**src/include/alu_exec_defines.svh**
```systemverilog
`ifndef ALU_EXEC_DEFINES_SVH
`define ALU_EXEC_DEFINES_SVH

// Datapath and instruction width
`define ALU_EXEC_WORD_W 16

// Register file geometry
`define ALU_EXEC_REG_AW 3
`define ALU_EXEC_NUM_REGS 8

// Data memory holds 2**MEM_AW words
`define ALU_EXEC_MEM_AW 4

// JAL and JALR write the return address here
`define ALU_EXEC_LINK_REG 7

`endif

```
**src/rtl/alu_exec_pkg.sv**
```systemverilog
`include "alu_exec_defines.svh"

package alu_exec_pkg;

	typedef logic [`ALU_EXEC_WORD_W-1:0] word_t;
	typedef logic [`ALU_EXEC_REG_AW-1:0] reg_addr_t;

	// Major opcode, instr[15:11]
	typedef enum logic [4:0] {
		OPC_HALT = 5'b00000, OPC_NOP   = 5'b00001, OPC_SIIC  = 5'b00010, OPC_RTI   = 5'b00011,
		OPC_J    = 5'b00100, OPC_JR    = 5'b00101, OPC_JAL   = 5'b00110, OPC_JALR  = 5'b00111,
		OPC_ADDI = 5'b01000, OPC_SUBI  = 5'b01001, OPC_ORI   = 5'b01010, OPC_ANDI  = 5'b01011,
		OPC_BEQZ = 5'b01100, OPC_BNEZ  = 5'b01101, OPC_RET   = 5'b01110, OPC_BLTZ  = 5'b01111,
		OPC_ST   = 5'b10000, OPC_LD    = 5'b10001, OPC_SLBI  = 5'b10010, OPC_STU   = 5'b10011,
		OPC_ROLI = 5'b10100, OPC_SLLI  = 5'b10101, OPC_RORI  = 5'b10110, OPC_SRAI  = 5'b10111,
		OPC_LBI  = 5'b11000, OPC_BTR   = 5'b11001, OPC_SHIFT = 5'b11010, OPC_ARITH = 5'b11011,
		OPC_SEQ  = 5'b11100, OPC_SLT   = 5'b11101, OPC_SLE   = 5'b11110, OPC_SCO   = 5'b11111
	} opcode_e;

	typedef enum logic [3:0] {
		OP_ADD, OP_SUB,                 // SUB is b minus a
		OP_OR, OP_AND,
		OP_ROL, OP_SLL, OP_ROR, OP_SRA,
		OP_SEQ, OP_SLT, OP_SLE, OP_SCO,
		OP_BTR,
		OP_PASS_B,
		OP_SLBI                         // (a << 8) | b
	} alu_op_e;

	typedef enum logic [2:0] {B_REG, B_SIMM5, B_ZIMM5, B_SIMM8, B_ZIMM8} src_b_e;

	typedef enum logic [1:0] {RES_ALU, RES_MEM, RES_LINK} res_sel_e;

endpackage

```
**src/rtl/alu_destination_decode.sv**
```systemverilog
`timescale 1ns/10ps
`include "alu_exec_defines.svh"

module alu_destination_decode (
	input  alu_exec_pkg::word_t     instr,
	output alu_exec_pkg::reg_addr_t rd,
	output logic                    we_reg
);
	import alu_exec_pkg::*;

	logic [6:0] op_key;
	opcode_e    opcode;
	reg_addr_t  rd_reg;
	reg_addr_t  rd_imm;
	reg_addr_t  rd_rs;

	assign op_key = {instr[15:11], instr[1:0]};
	assign opcode = opcode_e'(op_key[6:2]);

	assign rd_reg = instr[4:2];     // R-format Rd
	assign rd_imm = instr[7:5];     // I-format Rd
	assign rd_rs  = instr[10:8];    // Rs doubles as target

	always_comb begin
		rd     = rd_reg;            // Keeps rd defined on no-write ops
		we_reg = 1'b0;
		case (opcode)
			// Register groups, fn picks the operation but every variant writes Rd
			OPC_ARITH, OPC_SHIFT: begin
				we_reg = 1'b1;
			end
			OPC_SEQ, OPC_SLT, OPC_SLE, OPC_SCO: begin
				we_reg = 1'b1;
			end
			OPC_BTR: begin
				we_reg = 1'b1;
			end

			OPC_ADDI, OPC_SUBI, OPC_ORI, OPC_ANDI: begin
				rd     = rd_imm;
				we_reg = 1'b1;
			end
			OPC_ROLI, OPC_SLLI, OPC_RORI, OPC_SRAI: begin
				rd     = rd_imm;
				we_reg = 1'b1;
			end
			OPC_LD: begin
				rd     = rd_imm;
				we_reg = 1'b1;
			end

			OPC_LBI, OPC_SLBI: begin
				rd     = rd_rs;
				we_reg = 1'b1;
			end
			OPC_STU: begin       // Updated address back into Rs
				rd     = rd_rs;
				we_reg = 1'b1;
			end

			OPC_JAL, OPC_JALR: begin
				rd     = reg_addr_t'(`ALU_EXEC_LINK_REG);
				we_reg = 1'b1;
			end

			// ST, branches, J, JR, RET, SIIC, RTI, HALT, NOP
			default: begin
				we_reg = 1'b0;
			end
		endcase
	end

endmodule

```
**src/rtl/alu_control_decode.sv**
```systemverilog
`timescale 1ns/10ps
`include "alu_exec_defines.svh"

module alu_control_decode (
	input  alu_exec_pkg::word_t    instr,
	output alu_exec_pkg::alu_op_e  alu_op,
	output alu_exec_pkg::src_b_e   src_b,
	output alu_exec_pkg::res_sel_e res_sel,
	output logic                   mem_we,
	output logic                   is_halt
);
	import alu_exec_pkg::*;

	logic [6:0] op_key;
	opcode_e    opcode;
	logic [1:0] fn;

	assign op_key = {instr[15:11], instr[1:0]};
	assign opcode = opcode_e'(op_key[6:2]);
	assign fn     = op_key[1:0];

	always_comb begin
		alu_op  = OP_PASS_B;
		src_b   = B_REG;
		res_sel = RES_ALU;
		mem_we  = 1'b0;
		is_halt = 1'b0;
		case (opcode)
			OPC_ARITH: begin
				case (fn)
					2'b00:   alu_op = OP_ADD;
					2'b01:   alu_op = OP_SUB;
					2'b10:   alu_op = OP_OR;
					default: alu_op = OP_AND;
				endcase
			end
			OPC_SHIFT: begin
				case (fn)
					2'b00:   alu_op = OP_ROL;
					2'b01:   alu_op = OP_SLL;
					2'b10:   alu_op = OP_ROR;
					default: alu_op = OP_SRA;
				endcase
			end
			OPC_SEQ: alu_op = OP_SEQ;
			OPC_SLT: alu_op = OP_SLT;
			OPC_SLE: alu_op = OP_SLE;
			OPC_SCO: alu_op = OP_SCO;
			OPC_BTR: alu_op = OP_BTR;

			OPC_ADDI: begin alu_op = OP_ADD; src_b = B_SIMM5; end
			OPC_SUBI: begin alu_op = OP_SUB; src_b = B_SIMM5; end
			OPC_ORI:  begin alu_op = OP_OR;  src_b = B_ZIMM5; end
			OPC_ANDI: begin alu_op = OP_AND; src_b = B_ZIMM5; end
			OPC_ROLI: begin alu_op = OP_ROL; src_b = B_ZIMM5; end
			OPC_SLLI: begin alu_op = OP_SLL; src_b = B_ZIMM5; end
			OPC_RORI: begin alu_op = OP_ROR; src_b = B_ZIMM5; end
			OPC_SRAI: begin alu_op = OP_SRA; src_b = B_ZIMM5; end

			OPC_LBI:  begin alu_op = OP_PASS_B; src_b = B_SIMM8; end
			OPC_SLBI: begin alu_op = OP_SLBI;   src_b = B_ZIMM8; end

			OPC_LD: begin            // Address is Rs + simm5
				alu_op  = OP_ADD;
				src_b   = B_SIMM5;
				res_sel = RES_MEM;
			end
			OPC_ST, OPC_STU: begin
				alu_op = OP_ADD;
				src_b  = B_SIMM5;
				mem_we = 1'b1;
			end

			OPC_JAL, OPC_JALR: res_sel = RES_LINK;
			OPC_HALT:          is_halt = 1'b1;
			default: ;               // Branches and jumps, nothing to do here
		endcase
	end

	// A store that also halted would leave memory changed after the stop
	always_comb begin
		assert (!(mem_we && is_halt))
			else $error("control decode: mem_we and is_halt both high");
	end

endmodule

```
**src/rtl/register_file.sv**
```systemverilog
`timescale 1ns/10ps
`include "alu_exec_defines.svh"

module register_file (
	input  logic                    clk,
	input  logic                    rst_n,
	input  alu_exec_pkg::reg_addr_t raddr_a,
	input  alu_exec_pkg::reg_addr_t raddr_b,
	output alu_exec_pkg::word_t     rdata_a,
	output alu_exec_pkg::word_t     rdata_b,
	input  logic                    we,
	input  alu_exec_pkg::reg_addr_t waddr,
	input  alu_exec_pkg::word_t     wdata
);
	import alu_exec_pkg::*;

	word_t regs [`ALU_EXEC_NUM_REGS];   // R0 is an ordinary register

	assign rdata_a = regs[raddr_a];
	assign rdata_b = regs[raddr_b];

	always_ff @(posedge clk or negedge rst_n) begin
		if (!rst_n) begin
			for (int i = 0; i < `ALU_EXEC_NUM_REGS; i++) begin
				regs[i] <= '0;
			end
		end else if (we) begin
			regs[waddr] <= wdata;
		end
	end

endmodule

```
**src/rtl/alu.sv**
```systemverilog
`timescale 1ns/10ps
`include "alu_exec_defines.svh"

module alu (
	input  alu_exec_pkg::word_t   a,
	input  alu_exec_pkg::word_t   b_reg,
	input  alu_exec_pkg::word_t   instr,
	input  alu_exec_pkg::alu_op_e alu_op,
	input  alu_exec_pkg::src_b_e  src_b,
	output alu_exec_pkg::word_t   result
);
	import alu_exec_pkg::*;

	localparam int W = `ALU_EXEC_WORD_W;

	word_t        b;
	logic [3:0]   shamt;
	logic [W:0]   sum;
	logic [2*W-1:0] rol_full;
	logic [2*W-1:0] ror_full;
	word_t        a_rev;
	logic         lt;
	logic         eq;

	// Operand B
	always_comb begin
		case (src_b)
			B_SIMM5: b = {{(W-5){instr[4]}}, instr[4:0]};
			B_ZIMM5: b = {{(W-5){1'b0}}, instr[4:0]};
			B_SIMM8: b = {{(W-8){instr[7]}}, instr[7:0]};
			B_ZIMM8: b = {{(W-8){1'b0}}, instr[7:0]};
			default: b = b_reg;
		endcase
	end

	assign shamt    = b[3:0];
	assign sum      = {1'b0, a} + {1'b0, b};    // Top bit is the SCO carry
	assign rol_full = {a, a} << shamt;
	assign ror_full = {a, a} >> shamt;
	assign a_rev    = {<<{a}};
	assign lt       = $signed(a) < $signed(b);
	assign eq       = (a == b);

	always_comb begin
		case (alu_op)
			OP_ADD:  result = sum[W-1:0];
			OP_SUB:  result = b - a;
			OP_OR:   result = a | b;
			OP_AND:  result = a & b;
			OP_ROL:  result = rol_full[2*W-1:W];
			OP_SLL:  result = a << shamt;
			OP_ROR:  result = ror_full[W-1:0];
			OP_SRA:  result = word_t'($signed(a) >>> shamt);
			OP_SEQ:  result = word_t'(eq);
			OP_SLT:  result = word_t'(lt);
			OP_SLE:  result = word_t'(lt || eq);
			OP_SCO:  result = word_t'(sum[W]);
			OP_BTR:  result = a_rev;
			OP_SLBI: result = (a << 8) | b;
			default: result = b;        // PASS_B, used by LBI
		endcase
	end

endmodule

```
**src/rtl/data_memory.sv**
```systemverilog
`timescale 1ns/10ps
`include "alu_exec_defines.svh"

module data_memory (
	input  logic                clk,
	input  logic                rst_n,
	input  alu_exec_pkg::word_t addr,
	output alu_exec_pkg::word_t rdata,
	input  logic                we,
	input  alu_exec_pkg::word_t wdata
);
	import alu_exec_pkg::*;

	localparam int DEPTH = 1 << `ALU_EXEC_MEM_AW;

	word_t mem [DEPTH];
	logic [`ALU_EXEC_MEM_AW-1:0] word_addr;

	assign word_addr = addr[`ALU_EXEC_MEM_AW:1];    // Byte address to word index
	assign rdata     = mem[word_addr];

	always_ff @(posedge clk or negedge rst_n) begin
		if (!rst_n) begin
			for (int i = 0; i < DEPTH; i++) begin
				mem[i] <= '0;
			end
		end else if (we) begin
			mem[word_addr] <= wdata;
		end
	end

	// Words are 2-byte aligned, bit 0 is silently dropped
	assert property (@(posedge clk) disable iff (!rst_n) we |-> !addr[0])
		else $error("data memory: write to odd address %h", addr);

endmodule

```
**src/rtl/writeback_stage.sv**
```systemverilog
`timescale 1ns/10ps
`include "alu_exec_defines.svh"

module writeback_stage (
	input  logic                    clk,
	input  logic                    rst_n,
	input  logic                    instr_valid,
	input  logic                    we_reg,
	input  logic                    mem_we_dec,
	input  logic                    is_halt,
	input  alu_exec_pkg::reg_addr_t rd,
	input  alu_exec_pkg::res_sel_e  res_sel,
	input  alu_exec_pkg::word_t     alu_result,
	input  alu_exec_pkg::word_t     mem_rdata,
	input  alu_exec_pkg::word_t     pc,
	output logic                    reg_we,
	output logic                    mem_we,
	output alu_exec_pkg::word_t     wb_data_next,
	output logic                    wb_valid,
	output logic                    wb_we,
	output alu_exec_pkg::reg_addr_t wb_rd,
	output alu_exec_pkg::word_t     wb_data,
	output logic                    halted
);
	import alu_exec_pkg::*;

	logic commit;

	assign commit = instr_valid && !halted;     // Nothing retires once halted
	assign reg_we = commit && we_reg;
	assign mem_we = commit && mem_we_dec;

	always_comb begin
		case (res_sel)
			RES_MEM:  wb_data_next = mem_rdata;
			RES_LINK: wb_data_next = pc + word_t'(2);   // Return address
			default:  wb_data_next = alu_result;
		endcase
	end

	always_ff @(posedge clk or negedge rst_n) begin
		if (!rst_n) begin
			wb_valid <= 1'b0;
			wb_we    <= 1'b0;
			halted   <= 1'b0;
		end else begin
			wb_valid <= commit;
			wb_we    <= reg_we;
			if (commit && is_halt) begin
				halted <= 1'b1;         // Sticky until reset
			end
		end
	end

	// Payload only, qualified by wb_valid
	always_ff @(posedge clk) begin
		if (commit) begin
			wb_rd   <= rd;
			wb_data <= wb_data_next;
		end
	end

	assert property (@(posedge clk) disable iff (!rst_n) wb_we |-> wb_valid)
		else $error("writeback: wb_we without wb_valid");

	// HALT itself is reported as a commit without a register write
	assert property (@(posedge clk) disable iff (!rst_n) $rose(halted) |-> wb_valid && !wb_we)
		else $error("writeback: halt latched without its own commit");

endmodule

```
**src/rtl/alu_exec_unit.sv**
```systemverilog
`timescale 1ns/10ps
`include "alu_exec_defines.svh"

module alu_exec_unit (
	input  logic                    clk,
	input  logic                    rst_n,
	input  logic                    instr_valid,
	input  alu_exec_pkg::word_t     instr,
	input  alu_exec_pkg::word_t     pc,
	output logic                    wb_valid,
	output logic                    wb_we,
	output alu_exec_pkg::reg_addr_t wb_rd,
	output alu_exec_pkg::word_t     wb_data,
	output logic                    halted
);
	import alu_exec_pkg::*;

	reg_addr_t rd;
	logic      we_reg;
	alu_op_e   alu_op;
	src_b_e    src_b;
	res_sel_e  res_sel;
	logic      mem_we_dec;
	logic      is_halt;
	word_t     rdata_a;
	word_t     rdata_b;
	word_t     alu_result;
	word_t     mem_rdata;
	word_t     wb_data_next;
	logic      reg_we;
	logic      mem_we;

	alu_destination_decode dest_dec_i (
		.instr  (instr),
		.rd     (rd),
		.we_reg (we_reg)
	);

	alu_control_decode ctrl_dec_i (
		.instr   (instr),
		.alu_op  (alu_op),
		.src_b   (src_b),
		.res_sel (res_sel),
		.mem_we  (mem_we_dec),
		.is_halt (is_halt)
	);

	register_file regfile_i (
		.clk     (clk),
		.rst_n   (rst_n),
		.raddr_a (instr[10:8]),     // Rs
		.raddr_b (instr[7:5]),      // Rt or store data
		.rdata_a (rdata_a),
		.rdata_b (rdata_b),
		.we      (reg_we),
		.waddr   (rd),
		.wdata   (wb_data_next)
	);

	alu alu_i (
		.a      (rdata_a),
		.b_reg  (rdata_b),
		.instr  (instr),
		.alu_op (alu_op),
		.src_b  (src_b),
		.result (alu_result)
	);

	data_memory dmem_i (
		.clk   (clk),
		.rst_n (rst_n),
		.addr  (alu_result),
		.rdata (mem_rdata),
		.we    (mem_we),
		.wdata (rdata_b)
	);

	writeback_stage wb_i (
		.clk          (clk),
		.rst_n        (rst_n),
		.instr_valid  (instr_valid),
		.we_reg       (we_reg),
		.mem_we_dec   (mem_we_dec),
		.is_halt      (is_halt),
		.rd           (rd),
		.res_sel      (res_sel),
		.alu_result   (alu_result),
		.mem_rdata    (mem_rdata),
		.pc           (pc),
		.reg_we       (reg_we),
		.mem_we       (mem_we),
		.wb_data_next (wb_data_next),
		.wb_valid     (wb_valid),
		.wb_we        (wb_we),
		.wb_rd        (wb_rd),
		.wb_data      (wb_data),
		.halted       (halted)
	);

endmodule

```
**config.mk**
```make
export PLATFORM = sky130hd
export DESIGN_NAME = alu_exec_unit
export DESIGN_NICKNAME = d
export VERILOG_FILES = /design/src/rtl/alu_exec_pkg.sv /design/src/rtl/alu_destination_decode.sv /design/src/rtl/alu_control_decode.sv /design/src/rtl/register_file.sv /design/src/rtl/alu.sv /design/src/rtl/data_memory.sv /design/src/rtl/writeback_stage.sv /design/src/rtl/alu_exec_unit.sv
export VERILOG_INCLUDE_DIRS = /design/src /design/src/include
export SDC_FILE = /design/constraint.sdc
export NUM_CORES = 1
export LEC_CHECK = 0
export BUFFER_PORTS_ARGS = -buffer_cell sky130_fd_sc_hd__buf_2
export CAP_MARGIN = 20
export CORE_ASPECT_RATIO = 1.4
export CORE_MARGIN = 2
export CORE_UTILIZATION = 60
export DETAILED_ROUTE_END_ITERATION = 10
export PLACE_DENSITY = 0.86
export SLEW_MARGIN = 20
export SYNTH_ARGS = -nofsm -noshare
export SYNTH_HDL_FRONTEND = slang
export SYNTH_SLANG_ARGS = --single-unit
```
**constraint.sdc**
```tcl
create_clock -name clk -period 14.7 [get_ports clk]
set_input_delay 0.735 -clock clk [delete_from_list [all_inputs] [get_ports clk]]
set_output_delay 0.735 -clock clk [all_outputs]
set_load 0.005 [all_outputs]
```
==> results of run 1 <==
==> sequential cells by signal, summed over array words and instances, names as in the netlist <==
signal	cells
wb_i.wb_data	16
regfile_i.regs	128
wb_i.halted	1
wb_i.wb_valid	1
wb_i.wb_we	1
wb_i.wb_rd	3
dmem_i.mem	256
==> worst register-to-register path, stage by stage (launching register included) <==
cell      delay (ns)
dfrtp_1         0.41
mux2_1          0.31
mux4_2          0.71
mux2i_4         0.22
buf_4           0.41
inv_2           0.49
ha_1            0.43
nor3_1          0.30
o211ai_1        0.18
nand2_1         0.11
xnor2_1         0.14
o32ai_1         0.11
nor4_1          0.63
a32o_2          0.65
nand2b_1        0.24
nor3_1          0.43
nand2_1         0.71
mux2_2          0.53
==> cell usage after synthesis (all sizes together), types with 24 or more instances <==
library cell  number  area, µm²
dfrtp            387       9684
nand2            311       1172
nor2             245      949.7
a21oi            222       1122
o21ai            215       1076
mux2             174       1959
mux2i            155       1584
clkbuf           104      390.4
buf               90      591.8
ha                68      850.8
inv               68      255.3
mux4              64       1441
nand3             47      235.2
nor3              28      185.2
o211ai            24      180.2
==> layout make-up <==
cell class / instances / area (µm²) / share of cell area, %
diodes: 3 / 7.507 / 0.02752
multi-input cells: 1932 / 13910 / 51.00
inverters: 71 / 266.5 / 0.9768
well taps: 546 / 683.2 / 2.504
clock buffers: 52 / 1105 / 4.050
repair buffers: 115 / 764.5 / 2.802
flip-flops and latches: 406 / 10250 / 37.59
clock inverters: 20 / 286.5 / 1.050
==> worst min path at each step <==
stage              startpoint         endpoint  depth (start not counted)
4_1_cts                 rst_n  dmem_i.mem[184]                          1
5_1_grt                 rst_n  dmem_i.mem[152]                          1
3_5_place_dp   dmem_i.mem[84]   dmem_i.mem[84]                          2
6_report                rst_n  dmem_i.mem[184]                          1
3_3_place_gp   dmem_i.mem[28]   dmem_i.mem[28]                          2
2_1_floorplan           rst_n    dmem_i.mem[0]                          0
==> per-layer routing <==
metal / part of all wire [%] / vias to the layer above / GRT usage (%) / wire length (µm)
met5: 0 / - / 0 / 0
met4: 9.0 / 0 / 29.85 / 8046
met3: 10 / 429 / 8.825 / 8991
met2: 47 / 1507 / 65.73 / 41680
met1: 34 / 10927 / 48.66 / 30870
li1: - / 9365 / - / -
==> logic make-up after synthesis <==
group,after synthesis
simple gates,740
xor+xnor,27
buf+inv,265
mux,393
fa+ha+maj,68
compound gates,704
flops,406
==> through the flow <==
| step | std cells | hold WS [ns] | power [W] |
|---|---|---|---|
| after floorplan | 2603 | 0.4394 | 0.003188 |
| after global placement | 3069 | 0.4568 | 0.003917 |
| after detailed placement | 3069 | 0.4665 | 0.003993 |
| after CTS | 3141 | 0.3501 | 0.005094 |
| after global routing | 3142 | 0.1521 | 0.005389 |
| final | 3145 | 0.1226 | 0.005199 |
==> power groups by stage <==
stage                     Sequential (W)  Combinational, W  Clock, W
after floorplan                  0.00155           0.00164         0
after global placement           0.00159           0.00232         0
after detailed placement         0.00162           0.00237         0
after CTS                        0.00161           0.00240   0.00108
after global routing             0.00165           0.00261   0.00113
final                            0.00162           0.00249   0.00108
==> summary.txt, run 1 <==
Status
  – Status: complete, no violations

Floorplan
  – Die height: 247.2 µm
  – Core Region: roughly 42,000 µm²
  – Die area: about 44,000 µm²
  – I/O pins: 57
  – Starting Density: between 60% and 70%
  – FP Rows: 89
  – Die Span X: 177.7 µm

Clocking
  – Clock Tree Root: clkbuf_16
  – CTS Buf Count: 39
  – CTS tree: yes
  – Clock Path Buffers: 3
  – Post-CTS Hold Buffers: 0
  – Worst-path clk slew: roughly 0.06 ns
  – # clock sinks: between 400 and 500
  – Clock Latency Late Sink: 0.57 ns
  – H-tree levels: 2
  – Post-CTS Setup Inserts: 0
  – Post-cts sizing count: 0

Pwr
  – Sw frac: 44.03%
  – Pwr Density: about 190 nW/µm²
  – Internal power: 0.002910 W
  – VDD IR max: between 100 and 150 µV
  – Clock share of power: between 20% and 30%
  – Net load switching power: ~0.0023 W
  – P_leak: 11.83 nW
  – Logic pwr share: approximately 48%
  – Seq pwr share: between 30 and 40%

Route
  – Final WL: between 80 and 90 mm
  – Drt drc: 0
  – 1st-iter DRT viols: 2,979
  – First-pass DRT Iterations: 6
  – Vias per inst: slightly above 7
  – Mean routed wirelength per cell: about 28 µm
  – Vias: roughly 22k
  – Antenna viol nets, final: 0

Worst hold path
  – Hold Path Class: in2async

Worst setup path
  – Critical path required time: 15.13 ns
  – Cell family with most CP delay: simple AND/OR/NAND/NOR gates
  – CP Max Fanout: 51
  – WP buf/inv: 4
  – R2r endpoint: dmem_i.mem[98]
  – Critical path, cell by cell: buf_2 > buf_4 > mux2_2 > mux4_2 > mux2i_4 > buf_4 > inv_2 > ha_1 > nor3_1 > o211ai_1 > nand2_1 > xnor2_1 > o32ai_1 > nor4_1 > a32o_2 > nand2b_1 > nor3_1 > nand2_1 > mux2_2
  – Crit path depth: 19
  – RR Startpoint: regfile_i.regs[18]
  – Element type at the critical path start: input port
  – Critical path class: in2reg
  – CP max-delay cell: nand2_1
  – CP startpoint: instr[5]
  – Crit end category: register
  – R2r worst-path depth: 17
  – Critical Path Sink: dmem_i.mem[98]
  – WP data arrival: between 8 and 9 ns
  – Critical path's largest stage delay: 0.71 ns
  – R2R setup slack: between 7 and 8 ns

Yosys
  – Share of the yosys chip area belonging to registers: between 40 and 50%
  – Synth Flop Type: dfrtp_1
  – Synthesized instance count: about 2.6k
  – Syn_area_per_cell: 9.740 µm²
  – Largest family of logic cells by synthesized area: multiplexers
  – Yosys warns: 0
  – Share of async-settable or async-resettable flops after synthesis: a little over nine tenths
  – Post-Syn Nets: between 2k and 3k
  – Syn Std Cell Area: between 20,000 and 30,000 µm²
  – Synth Area in Simple Gates: between 10% and 20%
  – Adder-cell share of the synthesized area: 3.356%
  – Synth Area in Compound Gates: between 10% and 20%
  – Yosys reg bits: between 400 and 500
  – Multiplexer share of the synthesized area: about a fifth
  – Synth cell types: between 100 and 150
  – EDFF count, synth: 19
  – Xor/xnor share of the synthesized area: less than 1%

STA
  – Relative slew margins: a little over a fifth
  – Period utilisation layout: about 53%
  – Slew Limit Fails: 0
  – Maximum clock rate: between 100 and 150 MHz
  – PnR worst setup slack: between 6 and 7 ns
  – Setup TNS: 0 ns
  – Clk_skew: approximately 0.024 ns
  – Hold Fails Final Rpt: 0
  – Number of setup violations in the final report: 0
  – RSZ-0062 raised after global routing: false
  – Actual slew at the worst max-slew pin: approximately 1.1 ns
  – Fin crit period: 7.764 ns

Global route
  – Overflow after GRT: 0
  – Initial antenna violation count: 4
  – Largest net degree at the start of global routing: 140
  – GR Util All Layers: between 40% and 50%
  – First-pass GRT wire length: approximately 130 mm
  – Vias in the first global route: around 22k

Final layout
  – Final net count: 2,668
  – P&R area growth vs syn: 7.610%
  – Fin area: around 27,000 µm²
  – Commonest non-fill, non-tap cells in the layout: 387 x dfrtp_1, 306 x nand2_1, 235 x nor2_1
  – Layout cells sized above 1: about 18%
  – Final Util: 64.99%
  – Most common cell after layout, fill and taps aside: dfrtp_1
  – Fillers: 3,153

Placement
  – Setup WS pre-CTS: between 6 and 7 ns
  – Placed instance area: 25,830 µm²
  – # port buffers: 56
  – Placer Congestion: around 1
  – Dpl hpwl: a little over 60 mm

Flow run
  – MaxCap Viol Count: 0
Power figures use the tool's default switching activity.
==> inputs of run 2 (changes only) <==
--- a/config.mk
+++ b/config.mk
@@ -10,9 +10,9 @@
 export CAP_MARGIN = 20
 export CORE_ASPECT_RATIO = 1.4
 export CORE_MARGIN = 2
-export CORE_UTILIZATION = 60
+export CORE_UTILIZATION = 58
 export DETAILED_ROUTE_END_ITERATION = 10
-export PLACE_DENSITY = 0.86
+export PLACE_DENSITY = 0.87
 export SLEW_MARGIN = 20
 export SYNTH_ARGS = -nofsm -noshare
 export SYNTH_HDL_FRONTEND = slang
==> constraint.sdc (replaced) <==
create_clock -name clk -period 6.45 [get_ports clk]
set_input_delay 0.3225 -clock clk [delete_from_list [all_inputs] [get_ports clk]]
set_output_delay 0.3225 -clock clk [all_outputs]
set_load 0.005 [all_outputs]
==> summary.txt, run 2 (synthesis gave the netlist of run 1 again) <==
Worst setup path
  – Crit end category: register
  – R2r endpoint: regfile_i.regs[98]
  – Critical path required time: 6.91 ns (-8.22 ns)
  – CP Max Fanout: 30 (-41%)
  – Element type at the critical path start: register
  – RR Startpoint: regfile_i.regs[32]
  – WP data arrival: 6.73 ns (-1.47 ns)
  – R2R setup slack: 0.18 ns (-7.39 ns)
  – R2r worst-path depth: 15 (-2)
  – Critical path class: reg2reg

Pwr
  – Pwr Total: 0.01197 W (+130%)
  – P_leak: 12.20 nW (+3.1%)
  – Pwr Density: 429.4 nW/µm² (+130%)
  – VDD IR max: 248.8 µV (+110%)

STA
  – Number of setup violations in the final report: 0 (unchanged)
  – Clk_skew: 0.05075 ns (+0.02720 ns)
  – Relative slew margins: 32.68% (+11 points)
  – Hold Fails Final Rpt: 0 (unchanged)
  – RSZ-0062 raised after global routing: false
  – Slew Limit Fails: 0 (unchanged)
  – Maximum clock rate: 159.4 MHz
  – Setup TNS: 0 ns (unchanged)
  – Fin Hold WS: 0.02173 ns (-0.1009 ns)
  – Fin crit period: roughly 6.3 ns
  – Actual slew at the worst max-slew pin: 1.001 ns (-0.1439 ns)
  – Period utilisation layout: approximately 100%

Floorplan
  – Starting Density: 58.78% (-1.6 points)
  – I/O pins: 57 (unchanged)
  – Core Region: 43,130 µm² (+2.7%)
  – Die Span X: 180.7 µm (+1.7%)
  – Die height: 251.4 µm (+1.7%)
  – FP Rows: 90 (+1.1%)
  – Die area: 45,420 µm² (+3.4%)

Placement
  – Dpl hpwl: 65.41 mm (+6.3%)
  – # port buffers: 56 (unchanged)
  – Placer Congestion: 1.087 (+6.0%)
  – Placed instance area: 26,470 µm² (+2.5%)

Global route
  – Overflow after GRT: 0 (unchanged)
  – Vias in the first global route: 23.00k (+4.6%)
  – First-pass GRT wire length: 139.8 mm (+4.0%)
  – Largest net degree at the start of global routing: 193 (+38%)
  – Initial antenna violation count: 4 (unchanged)
  – GR Util All Layers: 40.43% (-0.59 points)

Route
  – Antenna viol nets, final: 0 (unchanged)
  – Drt drc: 0 (unchanged)
  – Mean routed wirelength per cell: 28.69 µm (+0.72%)
  – First-pass DRT Iterations: 10 (+4)
  – Vias: 22.89k (+3.0%)
  – 1st-iter DRT viols: 2,960 (-0.64%)
  – Vias per inst: 7.093 (+0.35%)
  – Final WL: 92.59 mm (+3.3%)

Clocking
  – Worst-path clk slew: 0.06 ns (about the same)
  – Clock Latency Late Sink: 0.58 ns (about the same)
  – Clock Path Buffers: 3 (unchanged)
  – Post-CTS Setup Inserts: 0 (unchanged)
  – Clock Tree Root: clkbuf_16
  – CTS tree: yes
  – # clock sinks: 406 (unchanged)
  – H-tree levels: 2 (unchanged)
  – CTS Buf Count: 40 (+2.6%)

Worst hold path
  – Worst Min Path Start: instr_valid
  – Hold Path Class: in2reg
  – Hold EP: wb_i.halted
  – Hold path depth: 2

Final layout
  – Layout cells sized above 1: 19.94% (+2.0 points)
  – Reg with most FFs: dmem_i.mem
  – Final Util: 64.61% (-0.38 points)
  – Largest register FFs: 256 (unchanged)
  – Final net count: 2,746 (+2.9%)
  – Fin area: 27,870 µm² (+2.1%)
  – Most common cell after layout, fill and taps aside: dfrtp_1
  – P&R area growth vs syn: 9.910%
  – Biggest regs: dmem_i.mem (256), regfile_i.regs (128), wb_i.wb_data (16)
  – Commonest non-fill, non-tap cells in the layout: 387 x dfrtp_1, 309 x nand2_1, 235 x nor2_1

Status
  – Status: complete, no violations

Flow run
  – MaxCap Viol Count: 0 (unchanged)
run 2: where the power goes:
| group | internal, W | total [W] | switching, W |
|---|---|---|---|
| logic | 0.00213 | 0.00584 | 0.00372 |
| clock network | 0.00138 | 0.00241 | 0.00103 |
| registers | 0.00321 | 0.00371 | 0.000498 |
run 2: final cells by class:
class | instances | area, µm²
fillers | 3285 | 15260
multi-input cells | 1932 | 13900
flip-flops and latches | 406 | 10250
repair buffers | 192 | 1400
clock buffers | 55 | 1107
well taps | 552 | 690.7
inverters | 71 | 266.5
clock inverters | 17 | 245.2
diodes | 2 | 5.005
run 2: critical path: stages, from the launching register on:
cell       delay, ns
dfrtp_1         0.42
mux2_1          0.31
mux4_2          0.57
a21oi_2         0.25
buf_4           0.39
mux4_2          0.61
a211oi_1        0.69
nor2_1          0.09
nor2_1          0.57
a21oi_4         0.34
buf_12          0.27
mux2i_1         0.16
mux2i_1         0.11
o211ai_1        0.30
o2111ai_2       0.53
mux2_1          0.50
run 2: timing repair:
| action | in CTS | in global routing |
|---|---|---|
| resized for setup | 0 | 0 |
| hold buffers | 1 | 0 |
| hold endpoints to repair | 107 | 0 |
run 2: metrics by stage:
step,instances,worst slack [ns]
after floorplan,2603,0.8041
after global placement,3151,0.1431
after detailed placement,3151,0.1086
after CTS,3224,0.4958
after global routing,3225,0.1376
final,3227,0.1775
run 2: worst max path at each step:
| stage | depth (start not counted) | from | slack [ns] | end |
|---|---|---|---|---|
| 6_report | 15 | regfile_i.regs[32] | 0.18 | regfile_i.regs[98] |
| 5_1_grt | 20 | regfile_i.regs[1] | 0.14 | regfile_i.regs[98] |
| 3_3_place_gp | 18 | instr[5] | 0.14 | regfile_i.regs[111] |
| 2_1_floorplan | 24 | instr[5] | 0.80 | wb_i.wb_data[12] |
| 4_1_cts | 21 | regfile_i.regs[1] | 0.50 | regfile_i.regs[63] |
| 3_5_place_dp | 18 | instr[5] | 0.11 | regfile_i.regs[31] |
run 2: routing by layer:
| layer | up-vias | GRT usage, % | part of all wire, % |
|---|---|---|---|
| met1 | 11158 | 46.98 | 34 |
| met2 | 1679 | 64.56 | 46 |
| met5 | - | 0 | 0.072 |
| met3 | 521 | 10.55 | 11 |
| li1 | 9526 | - | - |
| met4 | 4 | 29.82 | 8.9 |
